File: src/hdl/uart_pkg.sv
////////////////////
// Serial line protocol definitions
// Frame widths, vector types and FSM states
////////////////////

package uart_pkg;

    // Data bits per 8N1 frame
    localparam int UART_DATA_SIZE = 8;

    // Clock cycles per bit are held in this many bits
    localparam int UART_BAUD_DIV_SIZE = 16;

    // Wide enough to count the data bits of one frame
    localparam int UART_BIT_CNT_SIZE = 4;

    typedef logic [UART_DATA_SIZE-1:0]     uart_data_t;
    typedef logic [UART_BAUD_DIV_SIZE-1:0] uart_baud_div_t;
    typedef logic [UART_BIT_CNT_SIZE-1:0]  uart_bit_cnt_t;

    // Receiver FSM
    typedef enum logic [1:0] {
        UART_RX_IDLE,
        UART_RX_START,
        UART_RX_DATA,
        UART_RX_STOP
    } uart_rx_state_e;

    // Transmitter FSM
    typedef enum logic [1:0] {
        UART_TX_IDLE,
        UART_TX_START,
        UART_TX_DATA,
        UART_TX_STOP
    } uart_tx_state_e;

endpackage

File: src/hdl/uart_reg_pkg.sv
////////////////////
// Register map definitions
// Offsets, status bits and bus request
////////////////////

package uart_reg_pkg;

    import uart_pkg::*;

    localparam int UART_REG_ADDR_SIZE = 2;

    typedef logic [UART_REG_ADDR_SIZE-1:0] reg_addr_t;

    // Register offsets
    localparam reg_addr_t UART_REG_BAUD   = 2'd0;
    localparam reg_addr_t UART_REG_TXDATA = 2'd1;
    localparam reg_addr_t UART_REG_RXDATA = 2'd2;
    localparam reg_addr_t UART_REG_STATUS = 2'd3;

    // Divisor after reset
    localparam uart_baud_div_t UART_BAUD_RESET_VAL = 16'd16;

    // Bit positions inside STATUS
    localparam int STATUS_TX_BUSY_BIT   = 0;
    localparam int STATUS_RX_VALID_BIT  = 1;
    localparam int STATUS_FRAME_ERR_BIT = 2;
    localparam int STATUS_OVERRUN_BIT   = 3;

    // One bus access, valid in the cycle where en is high
    typedef struct packed {
        logic           en;
        logic           we;
        reg_addr_t      addr;
        uart_baud_div_t wdata;
    } uart_bus_req_t;

endpackage

File: src/hdl/uart_rx.sv
////////////////////
// UART receiver, 8N1
////////////////////

`timescale 1ns/1ps

module uart_rx import uart_pkg::*; (
    input  logic           clk,
    input  logic           rst_n,

    input  logic           rx_i,
    input  uart_baud_div_t baud_div_i,

    output uart_data_t     rx_data_o,
    output logic           valid_o,
    output logic           frame_err_o
);

    // Two-stage synchronizer plus one more stage for edge detection
    logic [1:0]     sync_ff;
    logic           rx_prev_ff;
    logic           rx_sync;
    logic           start_edge;

    uart_rx_state_e state_ff, state_next;

    // Bit period counter and start bit half-period counter
    uart_baud_div_t sample_cnt_ff, sample_cnt_next;
    uart_baud_div_t mid_cnt_ff, mid_cnt_next;
    uart_bit_cnt_t  bit_cnt_ff, bit_cnt_next;

    uart_data_t     shift_ff, shift_next;
    logic           valid_ff, valid_next;
    logic           frame_err_ff, frame_err_next;

    logic           sample_pulse;
    logic           start_mid;

    assign rx_sync    = sync_ff[1];
    assign start_edge = rx_prev_ff & ~rx_sync;

    assign sample_pulse = (sample_cnt_ff == '0);
    assign start_mid    = (mid_cnt_ff == (baud_div_i >> 1));

    // Line idles high, so the chain resets to 1
    always_ff @(posedge clk or negedge rst_n) begin
        if (!rst_n) begin
            sync_ff    <= 2'b11;
            rx_prev_ff <= 1'b1;
        end else begin
            sync_ff    <= {sync_ff[0], rx_i};
            rx_prev_ff <= rx_sync;
        end
    end

    always_ff @(posedge clk or negedge rst_n) begin
        if (!rst_n) begin
            state_ff      <= UART_RX_IDLE;
            sample_cnt_ff <= '0;
            mid_cnt_ff    <= '0;
            bit_cnt_ff    <= '0;
            valid_ff      <= 1'b0;
            frame_err_ff  <= 1'b0;
        end else begin
            state_ff      <= state_next;
            sample_cnt_ff <= sample_cnt_next;
            mid_cnt_ff    <= mid_cnt_next;
            bit_cnt_ff    <= bit_cnt_next;
            valid_ff      <= valid_next;
            frame_err_ff  <= frame_err_next;
        end
    end

    always_ff @(posedge clk) begin
        shift_ff <= shift_next;
    end

    always_comb begin
        state_next      = state_ff;
        sample_cnt_next = sample_cnt_ff;
        mid_cnt_next    = mid_cnt_ff;
        bit_cnt_next    = bit_cnt_ff;
        shift_next      = shift_ff;
        // Status outputs are single-cycle pulses
        valid_next      = 1'b0;
        frame_err_next  = 1'b0;

        case (state_ff)
            UART_RX_IDLE: begin
                mid_cnt_next = '0;
                // Only a falling edge starts a frame, a held-low line is ignored
                if (start_edge) begin
                    state_next = UART_RX_START;
                end
            end

            UART_RX_START: begin
                if (start_mid) begin
                    if (!rx_sync) begin
                        state_next      = UART_RX_DATA;
                        sample_cnt_next = baud_div_i - 1'b1;
                        bit_cnt_next    = uart_bit_cnt_t'(UART_DATA_SIZE);
                    end else begin
                        // Glitch shorter than half a bit
                        state_next = UART_RX_IDLE;
                    end
                end else begin
                    mid_cnt_next = mid_cnt_ff + 1'b1;
                end
            end

            UART_RX_DATA: begin
                if (sample_pulse) begin
                    shift_next      = {rx_sync, shift_ff[UART_DATA_SIZE-1:1]};
                    bit_cnt_next    = bit_cnt_ff - 1'b1;
                    sample_cnt_next = baud_div_i - 1'b1;
                    if (bit_cnt_ff == uart_bit_cnt_t'(1)) begin
                        state_next = UART_RX_STOP;
                    end
                end else begin
                    sample_cnt_next = sample_cnt_ff - 1'b1;
                end
            end

            UART_RX_STOP: begin
                if (sample_pulse) begin
                    state_next = UART_RX_IDLE;
                    if (rx_sync) begin
                        valid_next = 1'b1;
                    end else begin
                        frame_err_next = 1'b1;
                    end
                end else begin
                    sample_cnt_next = sample_cnt_ff - 1'b1;
                end
            end

            default: begin
                state_next = UART_RX_IDLE;
            end
        endcase
    end

    assign rx_data_o   = shift_ff;
    assign valid_o     = valid_ff;
    assign frame_err_o = frame_err_ff;

    // A frame ends either good or bad, never both
    a_rx_single_result: assert property (
        @(posedge clk) disable iff (!rst_n)
        !(valid_o && frame_err_o)
    );

    // Half-bit start detection needs a few cycles per bit
    a_rx_min_divisor: assert property (
        @(posedge clk) disable iff (!rst_n)
        (state_ff == UART_RX_IDLE && state_next != UART_RX_IDLE)
            |-> (baud_div_i >= uart_baud_div_t'(4))
    );

endmodule

File: src/hdl/uart_tx.sv
////////////////////
// UART transmitter, 8N1
////////////////////

`timescale 1ns/1ps

module uart_tx import uart_pkg::*; (
    input  logic           clk,
    input  logic           rst_n,

    input  logic           start_i,
    input  uart_data_t     data_i,
    input  uart_baud_div_t baud_div_i,

    output logic           tx_o,
    output logic           busy_o
);

    uart_tx_state_e state_ff, state_next;

    uart_baud_div_t bit_time_ff, bit_time_next;
    uart_bit_cnt_t  bit_cnt_ff, bit_cnt_next;
    uart_data_t     shift_ff, shift_next;
    logic           tx_ff, tx_next;

    logic           bit_done;

    assign bit_done = (bit_time_ff == '0);

    always_ff @(posedge clk or negedge rst_n) begin
        if (!rst_n) begin
            state_ff    <= UART_TX_IDLE;
            bit_time_ff <= '0;
            bit_cnt_ff  <= '0;
            tx_ff       <= 1'b1;
        end else begin
            state_ff    <= state_next;
            bit_time_ff <= bit_time_next;
            bit_cnt_ff  <= bit_cnt_next;
            tx_ff       <= tx_next;
        end
    end

    always_ff @(posedge clk) begin
        shift_ff <= shift_next;
    end

    always_comb begin
        state_next    = state_ff;
        bit_time_next = bit_time_ff;
        bit_cnt_next  = bit_cnt_ff;
        shift_next    = shift_ff;
        tx_next       = tx_ff;

        case (state_ff)
            UART_TX_IDLE: begin
                tx_next = 1'b1;
                if (start_i) begin
                    state_next    = UART_TX_START;
                    bit_time_next = baud_div_i - 1'b1;
                    bit_cnt_next  = '0;
                    shift_next    = data_i;
                    tx_next       = 1'b0;
                end
            end

            UART_TX_START: begin
                if (bit_done) begin
                    state_next    = UART_TX_DATA;
                    bit_time_next = baud_div_i - 1'b1;
                    tx_next       = shift_ff[0];
                end else begin
                    bit_time_next = bit_time_ff - 1'b1;
                end
            end

            UART_TX_DATA: begin
                if (bit_done) begin
                    bit_time_next = baud_div_i - 1'b1;
                    if (bit_cnt_ff == uart_bit_cnt_t'(UART_DATA_SIZE - 1)) begin
                        state_next = UART_TX_STOP;
                        tx_next    = 1'b1;
                    end else begin
                        // LSB first so the next bit moves into position 0
                        shift_next   = shift_ff >> 1;
                        tx_next      = shift_ff[1];
                        bit_cnt_next = bit_cnt_ff + 1'b1;
                    end
                end else begin
                    bit_time_next = bit_time_ff - 1'b1;
                end
            end

            UART_TX_STOP: begin
                if (bit_done) begin
                    state_next = UART_TX_IDLE;
                end else begin
                    bit_time_next = bit_time_ff - 1'b1;
                end
            end

            default: begin
                state_next = UART_TX_IDLE;
            end
        endcase
    end

    assign tx_o   = tx_ff;
    assign busy_o = (state_ff != UART_TX_IDLE);

    a_tx_idle_high: assert property (
        @(posedge clk) disable iff (!rst_n)
        (state_ff == UART_TX_IDLE) |-> tx_o
    );

endmodule

File: src/hdl/uart_regs.sv
////////////////////
// UART register block
// Divisor, tx trigger, rx byte, status
////////////////////

`timescale 1ns/1ps

module uart_regs import uart_pkg::*, uart_reg_pkg::*; (
    input  logic           clk,
    input  logic           rst_n,

    input  uart_bus_req_t  bus_req_i,
    output logic [15:0]    bus_rdata_o,

    output uart_baud_div_t baud_div_o,
    output logic           tx_start_o,
    output uart_data_t     tx_data_o,
    input  logic           tx_busy_i,

    input  uart_data_t     rx_data_i,
    input  logic           rx_valid_i,
    input  logic           frame_err_i
);

    logic           wr_en;
    logic           rd_en;
    logic           wr_baud;
    logic           wr_txdata;
    logic           rd_rxdata;
    logic           rd_status;

    uart_baud_div_t baud_ff;
    logic           tx_start_ff;
    uart_data_t     tx_data_ff;
    uart_data_t     rx_byte_ff;
    logic           rx_valid_ff;
    logic           frame_err_ff;
    logic           overrun_ff;
    logic [15:0]    rdata_ff;
    logic [15:0]    rd_mux;

    // Access decode
    assign wr_en     = bus_req_i.en & bus_req_i.we;
    assign rd_en     = bus_req_i.en & ~bus_req_i.we;
    assign wr_baud   = wr_en && (bus_req_i.addr == UART_REG_BAUD);
    assign wr_txdata = wr_en && (bus_req_i.addr == UART_REG_TXDATA);
    assign rd_rxdata = rd_en && (bus_req_i.addr == UART_REG_RXDATA);
    assign rd_status = rd_en && (bus_req_i.addr == UART_REG_STATUS);

    always_ff @(posedge clk or negedge rst_n) begin
        if (!rst_n) begin
            baud_ff     <= UART_BAUD_RESET_VAL;
            tx_start_ff <= 1'b0;
            rdata_ff    <= '0;
        end else begin
            if (wr_baud) begin
                baud_ff <= bus_req_i.wdata;
            end
            tx_start_ff <= wr_txdata;
            if (rd_en) begin
                rdata_ff <= rd_mux;
            end
        end
    end

    always_ff @(posedge clk) begin
        if (wr_txdata) begin
            tx_data_ff <= bus_req_i.wdata[UART_DATA_SIZE-1:0];
        end
    end

    // Receive side flags, a set in the same cycle as a clear wins
    always_ff @(posedge clk or negedge rst_n) begin
        if (!rst_n) begin
            rx_byte_ff   <= '0;
            rx_valid_ff  <= 1'b0;
            frame_err_ff <= 1'b0;
            overrun_ff   <= 1'b0;
        end else begin
            if (rx_valid_i) begin
                rx_byte_ff <= rx_data_i;
            end

            if (rx_valid_i) begin
                rx_valid_ff <= 1'b1;
            end else if (rd_rxdata) begin
                rx_valid_ff <= 1'b0;
            end

            // New byte on top of an unread one
            if (rx_valid_i && rx_valid_ff) begin
                overrun_ff <= 1'b1;
            end else if (rd_status) begin
                overrun_ff <= 1'b0;
            end

            if (frame_err_i) begin
                frame_err_ff <= 1'b1;
            end else if (rd_status) begin
                frame_err_ff <= 1'b0;
            end
        end
    end

    // Read data, zero-extended to the bus width
    always_comb begin
        rd_mux = '0;
        case (bus_req_i.addr)
            UART_REG_BAUD: begin
                rd_mux = baud_ff;
            end
            UART_REG_RXDATA: begin
                rd_mux[UART_DATA_SIZE-1:0] = rx_byte_ff;
            end
            UART_REG_STATUS: begin
                rd_mux[STATUS_TX_BUSY_BIT]   = tx_busy_i;
                rd_mux[STATUS_RX_VALID_BIT]  = rx_valid_ff;
                rd_mux[STATUS_FRAME_ERR_BIT] = frame_err_ff;
                rd_mux[STATUS_OVERRUN_BIT]   = overrun_ff;
            end
            // TXDATA is write-only and reads back as zero
            default: begin
                rd_mux = '0;
            end
        endcase
    end

    assign bus_rdata_o = rdata_ff;
    assign baud_div_o  = baud_ff;
    assign tx_start_o  = tx_start_ff;
    assign tx_data_o   = tx_data_ff;

endmodule

File: src/hdl/uart_top.sv
////////////////////
// UART peripheral top level
////////////////////

`timescale 1ns/1ps

module uart_top import uart_pkg::*, uart_reg_pkg::*; (
    input  logic          clk,
    input  logic          rst_n,

    input  uart_bus_req_t bus_req_i,
    output logic [15:0]   bus_rdata_o,

    input  logic          rx_i,
    output logic          tx_o
);

    uart_baud_div_t baud_div;
    logic           tx_start;
    uart_data_t     tx_data;
    logic           tx_busy;
    uart_data_t     rx_data;
    logic           rx_valid;
    logic           frame_err;

    uart_regs i_uart_regs (
        .clk         (clk),
        .rst_n       (rst_n),
        .bus_req_i   (bus_req_i),
        .bus_rdata_o (bus_rdata_o),
        .baud_div_o  (baud_div),
        .tx_start_o  (tx_start),
        .tx_data_o   (tx_data),
        .tx_busy_i   (tx_busy),
        .rx_data_i   (rx_data),
        .rx_valid_i  (rx_valid),
        .frame_err_i (frame_err)
    );

    uart_rx i_uart_rx (
        .clk         (clk),
        .rst_n       (rst_n),
        .rx_i        (rx_i),
        .baud_div_i  (baud_div),
        .rx_data_o   (rx_data),
        .valid_o     (rx_valid),
        .frame_err_o (frame_err)
    );

    uart_tx i_uart_tx (
        .clk        (clk),
        .rst_n      (rst_n),
        .start_i    (tx_start),
        .data_i     (tx_data),
        .baud_div_i (baud_div),
        .tx_o       (tx_o),
        .busy_o     (tx_busy)
    );

endmodule

File: config.mk
export PLATFORM = sky130hd
export DESIGN_NAME = uart_top
export DESIGN_NICKNAME = d
export VERILOG_FILES = /design/src/hdl/uart_pkg.sv /design/src/hdl/uart_reg_pkg.sv /design/src/hdl/uart_rx.sv /design/src/hdl/uart_tx.sv /design/src/hdl/uart_regs.sv /design/src/hdl/uart_top.sv
export SDC_FILE = /design/constraint.sdc
export NUM_CORES = 1
export LEC_CHECK = 0
export CORE_MARGIN = 2
export CORE_UTILIZATION = 58
export DETAILED_ROUTE_END_ITERATION = 10
export DONT_BUFFER_PORTS = 1
export GPL_TIMING_DRIVEN = 0
export PLACE_DENSITY = 0.76
export SYNTH_ARGS = -nofsm -noshare
export SYNTH_HDL_FRONTEND = slang
export SYNTH_SLANG_ARGS = --single-unit
export TNS_END_PERCENT = 20
File: constraint.sdc
create_clock -name clk -period 2.6 [get_ports clk]
set_clock_uncertainty 0.1 [all_clocks]
set_input_delay 0.39 -clock clk [delete_from_list [all_inputs] [get_ports clk]]
set_output_delay 0.39 -clock clk [all_outputs]
set_load 0.02 [all_outputs]
Word-level counts from Yosys, hierarchy flattened
Cells that the tools add are included.
Storage, ports and cells
  register bits: 134
  input bits: 23
  output and inout port bits: 17
  logic and storage cells: 144
Operators by class
  add/sub/neg operators: 6
  equal/unequal tests: 27
  mux-type cells: 55
  bitwise gates (word level): 5
  reduce and logical (&&, ||, !) cells: 29
Operators with widths (count)
  $mux 16: 8
  $pmux 16 s3: 2
  $sub 16x1->16 const B: 3
  $logic_not 16->1: 2
  $mux 8: 4
  $pmux 16 s2: 1
  $mux 4: 6
  $pmux 4 s2: 3
  $mux 2: 11
  $ne 2x1->1 const B: 9
  $add 16x1->16 const B: 1
  $eq 16x15->1: 1
  $pmux 2 s4: 2
  $pmux 8 s2: 1
  $mux 1: 15
  $reduce_bool 2->1: 7
  $eq 2x2->1 const B: 6
  $ne 2x2->1 const B: 6
  $pmux 4 s3: 1
  $reduce_and 4->1: 3
  $reduce_and 5->1: 2
  $eq 2x1->1 const B: 3
  $logic_not 2->1: 3
  $reduce_and 2->1: 3
  11 further kinds: 19

Depth between registers and ports, before layout
  depth after elaboration: 5
  depth in mapped cells: 10
  gate-level depth less buffers: 9

Modules after synthesis
A second synthesis with hierarchy kept.
Unflattened totals
  cells, all modules: 701
  area, all modules: 7295.7 µm²
By module, submodules not included
  uart_rx: instances 1, cells each 325, area an instance 3079.2 µm², seq. area each 1320.0 µm²
  uart_tx: instances 1, cells each 244, area an instance 2150.8 µm², seq. area each 817.0 µm²
  uart_regs: instances 1, cells each 132, area an instance 2065.7 µm², seq. area each 1342.5 µm²

Least setup slack after synthesis
Ideal clock, no wire load.
  path type: register to register
  from: register i_uart_tx.bit_time_ff[0]
  to: register i_uart_tx.shift_ff[0] (enable)
  setup time: 377 ps
  data arrival time: 2273 ps
  slack: -150 ps
  cell stages (with the launch flop): 7
  path buffers: 0
  period minus slack after synthesis: 2750 ps
  path through: dfrtp_1 > inv_1 > ha_1 > or3b_1 > nor4_2 > nand4_1 > a21oi_1
Between the ends
  longest elaborated chain between the ends: 3
Ends and longest elaborated chain
  from (decl): RTL line uart_tx.sv:21  | uart_baud_div_t bit_time_ff, bit_time_next;
  from (signal assigned): RTL line uart_tx.sv:38  | bit_time_ff <= bit_time_next;
  $logic_not 16->1: RTL line uart_tx.sv:28  | assign bit_done = (bit_time_ff == '0);
  $ne 2x1->1 (no line)
  $reduce_and 4->1 (no line)
  to (signal assigned): RTL line uart_tx.sv:45  | shift_ff <= shift_next;
  to (decl): RTL line uart_tx.sv:23  | uart_data_t shift_ff, shift_next;
No other way between the ends.
A chain may end at the register's enable or synchronous reset.

Worst setup path in the final report
  from: register i_uart_rx.sample_cnt_ff[12]
  to: register i_uart_rx.bit_cnt_ff[2]
Between the ends
  longest elaborated chain between the ends: 3
Ends and longest elaborated chain
  from (decl): RTL line uart_rx.sv:28  | uart_baud_div_t sample_cnt_ff, sample_cnt_next;
  from (signal assigned): RTL line uart_rx.sv:66  | sample_cnt_ff <= sample_cnt_next;
  $logic_not 16->1: RTL line uart_rx.sv:42  | assign sample_pulse = (sample_cnt_ff == '0);
  $ne 2x1->1 (no line)
  $reduce_and 4->1 (no line)
  to (signal assigned): RTL line uart_rx.sv:68  | bit_cnt_ff <= bit_cnt_next;
  to (decl): RTL line uart_rx.sv:30  | uart_bit_cnt_t bit_cnt_ff, bit_cnt_next;
No other way between the ends.

==> impl_metrics.tcl <==
set metrics [dict create \
    crit_buf_inv 1 \
    drc 0 \
    syn_avg_cell_area_um2 10.1 \
    fp.dieW_um 114 \
    critPathTopFamily "simple AND/OR/NAND/NOR gates" \
    cts.sinks 134 \
    register_area_mm2 0.00348 \
    synth_compound_area_share_pct 16.1 \
    yosys-top-cells-area "dfrtp_1 (38%), edfxtp_1 (10%), mux2_2 (5.6%), nand2_1 (3.7%), a22o_1 (3.3%)" \
    p_comb_share_pct 39.9 \
    cts_root_buf "clkbuf_16" \
    peakVddDrop_uv 579 \
    wl_per_cell_um 20.6 \
    cts_max_level 4 \
    syn_nets 727 \
    finalHoldViolCount 110 \
    num_antenna_cells 0 \
    die_h_um 114 \
    drive_gt1_share_pct 17.8 \
    violations "negative hold slack, negative setup slack" \
    p_leak_nw 3.44 \
    die-area_mm2 0.0130 \
    drtIter0Drc 755 \
    track_usage_pct 29.0 \
    final.setup.tns_ns -0.00598 \
    syn_to_final_growth_pct 16.1 \
    ys_async_sr_fraction_pct 82.1 \
    cp_slowest_stage_delay_ns 0.58 \
    status "finished, violations left" \
    fmax_mhz 384 \
    port_buffers 0 \
    ys.flop_type "dfrtp_1" \
    end_kind "flip-flop" \
    rows 40 \
    cts_tree "yes" \
    critPathLaunchType "flip-flop" \
    synthAdderAreaFrac_pct 1.97 \
    fillCellCount 882 \
    synth-xor-area-share_pct 3.75 \
    maxSlewViolCount 0 \
    hold_ws_ns -0.460 \
    finalWorstSetupSlack_ns -0.00598 \
    clockPowerShare_pct 24.5 \
    crit_type "flip-flop to flip-flop" \
    p_int_w 0.00549 \
    hold_path_class "input pin to async pin" \
    power.switching_w 0.00362 \
    synth.area.mux_share_pct 7.20 \
    yosysSeqAreaShare_pct 49.7 \
    period_minus_slack_ns 2.61 \
    powerDensity_mw_per_mm2 1120 \
    synthCells 693 \
    grt_pass1_vias 5665 \
    drt_first_pass_iters 5 \
    switching_share_pct 39.8 \
    rr_startpoint "i_uart_rx.sample_cnt_ff[12]$_DFFE_PN0P_" \
    synth_top_area_share_pct 37.5 \
    viasPerCell 6.56 \
    layout.nets 764 \
    path_clk_slew_ns 0.06 \
    path_common_cell "or4_4" \
    hpwl_um 11900 \
    synth_top_family_by_area "simple AND/OR/NAND/NOR gates" \
    cts_hold_buf 13 \
    synth-seq-cells 134 \
    multiInputGateArea_mm2 0.00341 \
    start_util_pct 58.8 \
    post-route-period-util_pct 100 \
    finalSetupViolCount 1 \
    grt_pass1_wl_um 29200 \
    cts_buffer_depth 2 \
    yosysTopAreaCell "dfrtp_1" \
    seq_power_share_pct 35.6 \
    critPathLaunch "i_uart_rx.sample_cnt_ff[12]$_DFFE_PN0P_" \
    synth_area_mm2 0.00700 \
    vias 5838 \
    antenna_found_initial 2 \
    cts_buffers 17 \
    cp_max_fo 9 \
    num_io_pins 40 \
    maxSlewHeadroom_pct 10.3 \
    gp_congestion 0.908 \
    synth_edf_count 24 \
    grt-ovfl-total 0 \
    cp.required_ns 2.82 \
    drt_wl_total_um 18300 \
    rsz0062_at_grt "yes" \
    core-area_mm2 0.0119 \
    clock_latency_ns 0.44 \
    arrival_ns 2.83 \
    ys.warnings.count 0 \
    yosysUniqueCellTypes 63 \
    crit_slowest_cell "or4_4" \
    crit_chain "or4_4 > or3_4 > or4_4 > inv_8 > nand2_1 > xnor2_1 > and2_1" \
    yosys.area_share.simple_pct 17.5 \
    fin_util_pct 68.3 \
    worst_pin_slew_ns 1.34 \
    drv_cap 0 \
    ant_nets 0 \
    grt_max_degree 111 \
]
-- registers in the layout, summed over array words and instances (netlist names), 8 cells and up, named ones only --
name and cells:
i_uart_regs.baud_div_o 16, i_uart_regs.bus_rdata_o 16, i_uart_regs.rx_byte_ff 8, i_uart_regs.tx_data_o 8
i_uart_rx.mid_cnt_ff 16, i_uart_rx.rx_data_o 8, i_uart_rx.sample_cnt_ff 16, i_uart_tx.bit_time_ff 16
i_uart_tx.shift_ff 8
-- power groups by stage --
stage / clock network, W / logic [W] / registers, W
after CTS: 0.00225 / 0.00347 / 0.00317
after detailed placement: 0 / 0.00316 / 0.00315
after floorplan: 0 / 0.00249 / 0.00302
final: 0.00223 / 0.00364 / 0.00325
after global routing: 0.00234 / 0.00398 / 0.00329
after global placement: 0 / 0.00304 / 0.00312
-- cell type report --
type,instances,area share (%)
clock inverter,13,1.32
clock buffer,19,5.32
multi-input combinational,493,41.9
sequential,134,42.8
timing repair buffer,30,3.37
tap,147,2.26
buffer,32,1.88
inverter,22,1.11
-- through the flow --
stage	total power [W]	setup WS, ns	instance area, um^2	cells	hold WS, ns
floorplan	0.00551	0.00352	7010	693	-0.00559
global placement	0.00616	-0.385	7190	840	-0.00338
detailed placement	0.00632	-0.518	7190	840	-0.00291
CTS	0.00889	-0.0342	8020	890	-0.463
global route	0.00961	-0.105	8130	890	-0.464
finish	0.00911	-0.00598	8130	890	-0.460
-- cell usage in the layout (no fill, tap or decap), drive strengths merged, types with 3 or more instances in the layout --
cell type	synthesis	layout
nand3	28	28
inv	22	23
nand2	69	69
mux2i	11	11
nor4	17	17
o211ai	5	5
mux2	35	35
nand4	10	10
clkinvlp	0	3
o311ai	8	8
nor2	45	45
xor2	18	18
xnor2	12	12
o22ai	9	9
dlygate4sd3	0	13
clkbuf	32	41
nor3b	3	3
a21oi	22	22
o22a	3	3
a221oi	4	4
or3	12	12
ha	11	11
dfstp	5	5
a21boi	3	3
o41ai	4	4
dfrtp	105	105
and3	4	4
clkinv	0	8
buf	12	27
a22o	26	26
or4	11	11
o21ai	53	53
a31oi	8	8
edfxtp	24	24
nand2b	10	10
nor3	22	22
-- path summary, 6_finish.rpt --
path                                                         end  slack, ns  depth (start not counted)
max reg2reg                  i_uart_rx.bit_cnt_ff[2]$_DFFE_PN0P_     -0.006                          7
min reg2reg                       i_uart_rx.sync_ff[1]$_DFF_PN1_       0.26                          0
max in group asynchronous             i_uart_tx.tx_o$_DFFE_PN1P_       2.62                          0
max                          i_uart_rx.bit_cnt_ff[2]$_DFFE_PN0P_     -0.006                          7
min in group clk           i_uart_regs.baud_div_o[3]$_DFFE_PN0P_       0.01                          1
min                        i_uart_regs.rx_byte_ff[0]$_DFFE_PN0P_      -0.46                          0
-- Yosys cell counts (10+ instances only) --
master / n
nor3_1: 22
nor2_1: 45
nand3_1: 28
a22o_1: 26
ha_1: 11
nand2_1: 69
mux2i_1: 11
a21oi_1: 22
xor2_1: 18
inv_1: 20
or3_1: 11
clkbuf_1: 32
edfxtp_1: 24
nand2b_1: 10
nand4_1: 10
dfrtp_1: 105
mux2_2: 35
o21ai_1: 16
nor4_1: 14
o21ai_0: 37
xnor2_1: 12
-- per-layer routing --
| layer | vias up | global-route usage [%] | wire length (um) |
|---|---|---|---|
| li1 | 2632 | - | - |
| met1 | 2862 | 38.3 | 7580 |
| met2 | 280 | 46.2 | 8880 |
| met3 | 64 | 7.01 | 1320 |
| met4 | 0 | 12.1 | 531 |
| met5 | - | 0 | 0 |
-- timing repair --
| item | CTS | global route |
|---|---|---|
| setup buffers | 11 | 6 |
| endpoints found under the setup margin | 64 | 51 |
| gates resized for setup | 28 | 18 |
| pin swaps | 6 | 8 |
| hold endpoints to repair | 125 | 110 |
-- cells by family after synthesis --
kind of cell             after synthesis
AO/OA/AOI/OAI                        166
XOR/XNOR                              30
adder cells (fa/ha/maj)               11
buffers and inverters                 66
flip-flops                           134
multiplexers                          46
AND/OR/NAND/NOR                      240
Power figures use the tool's default switching activity.
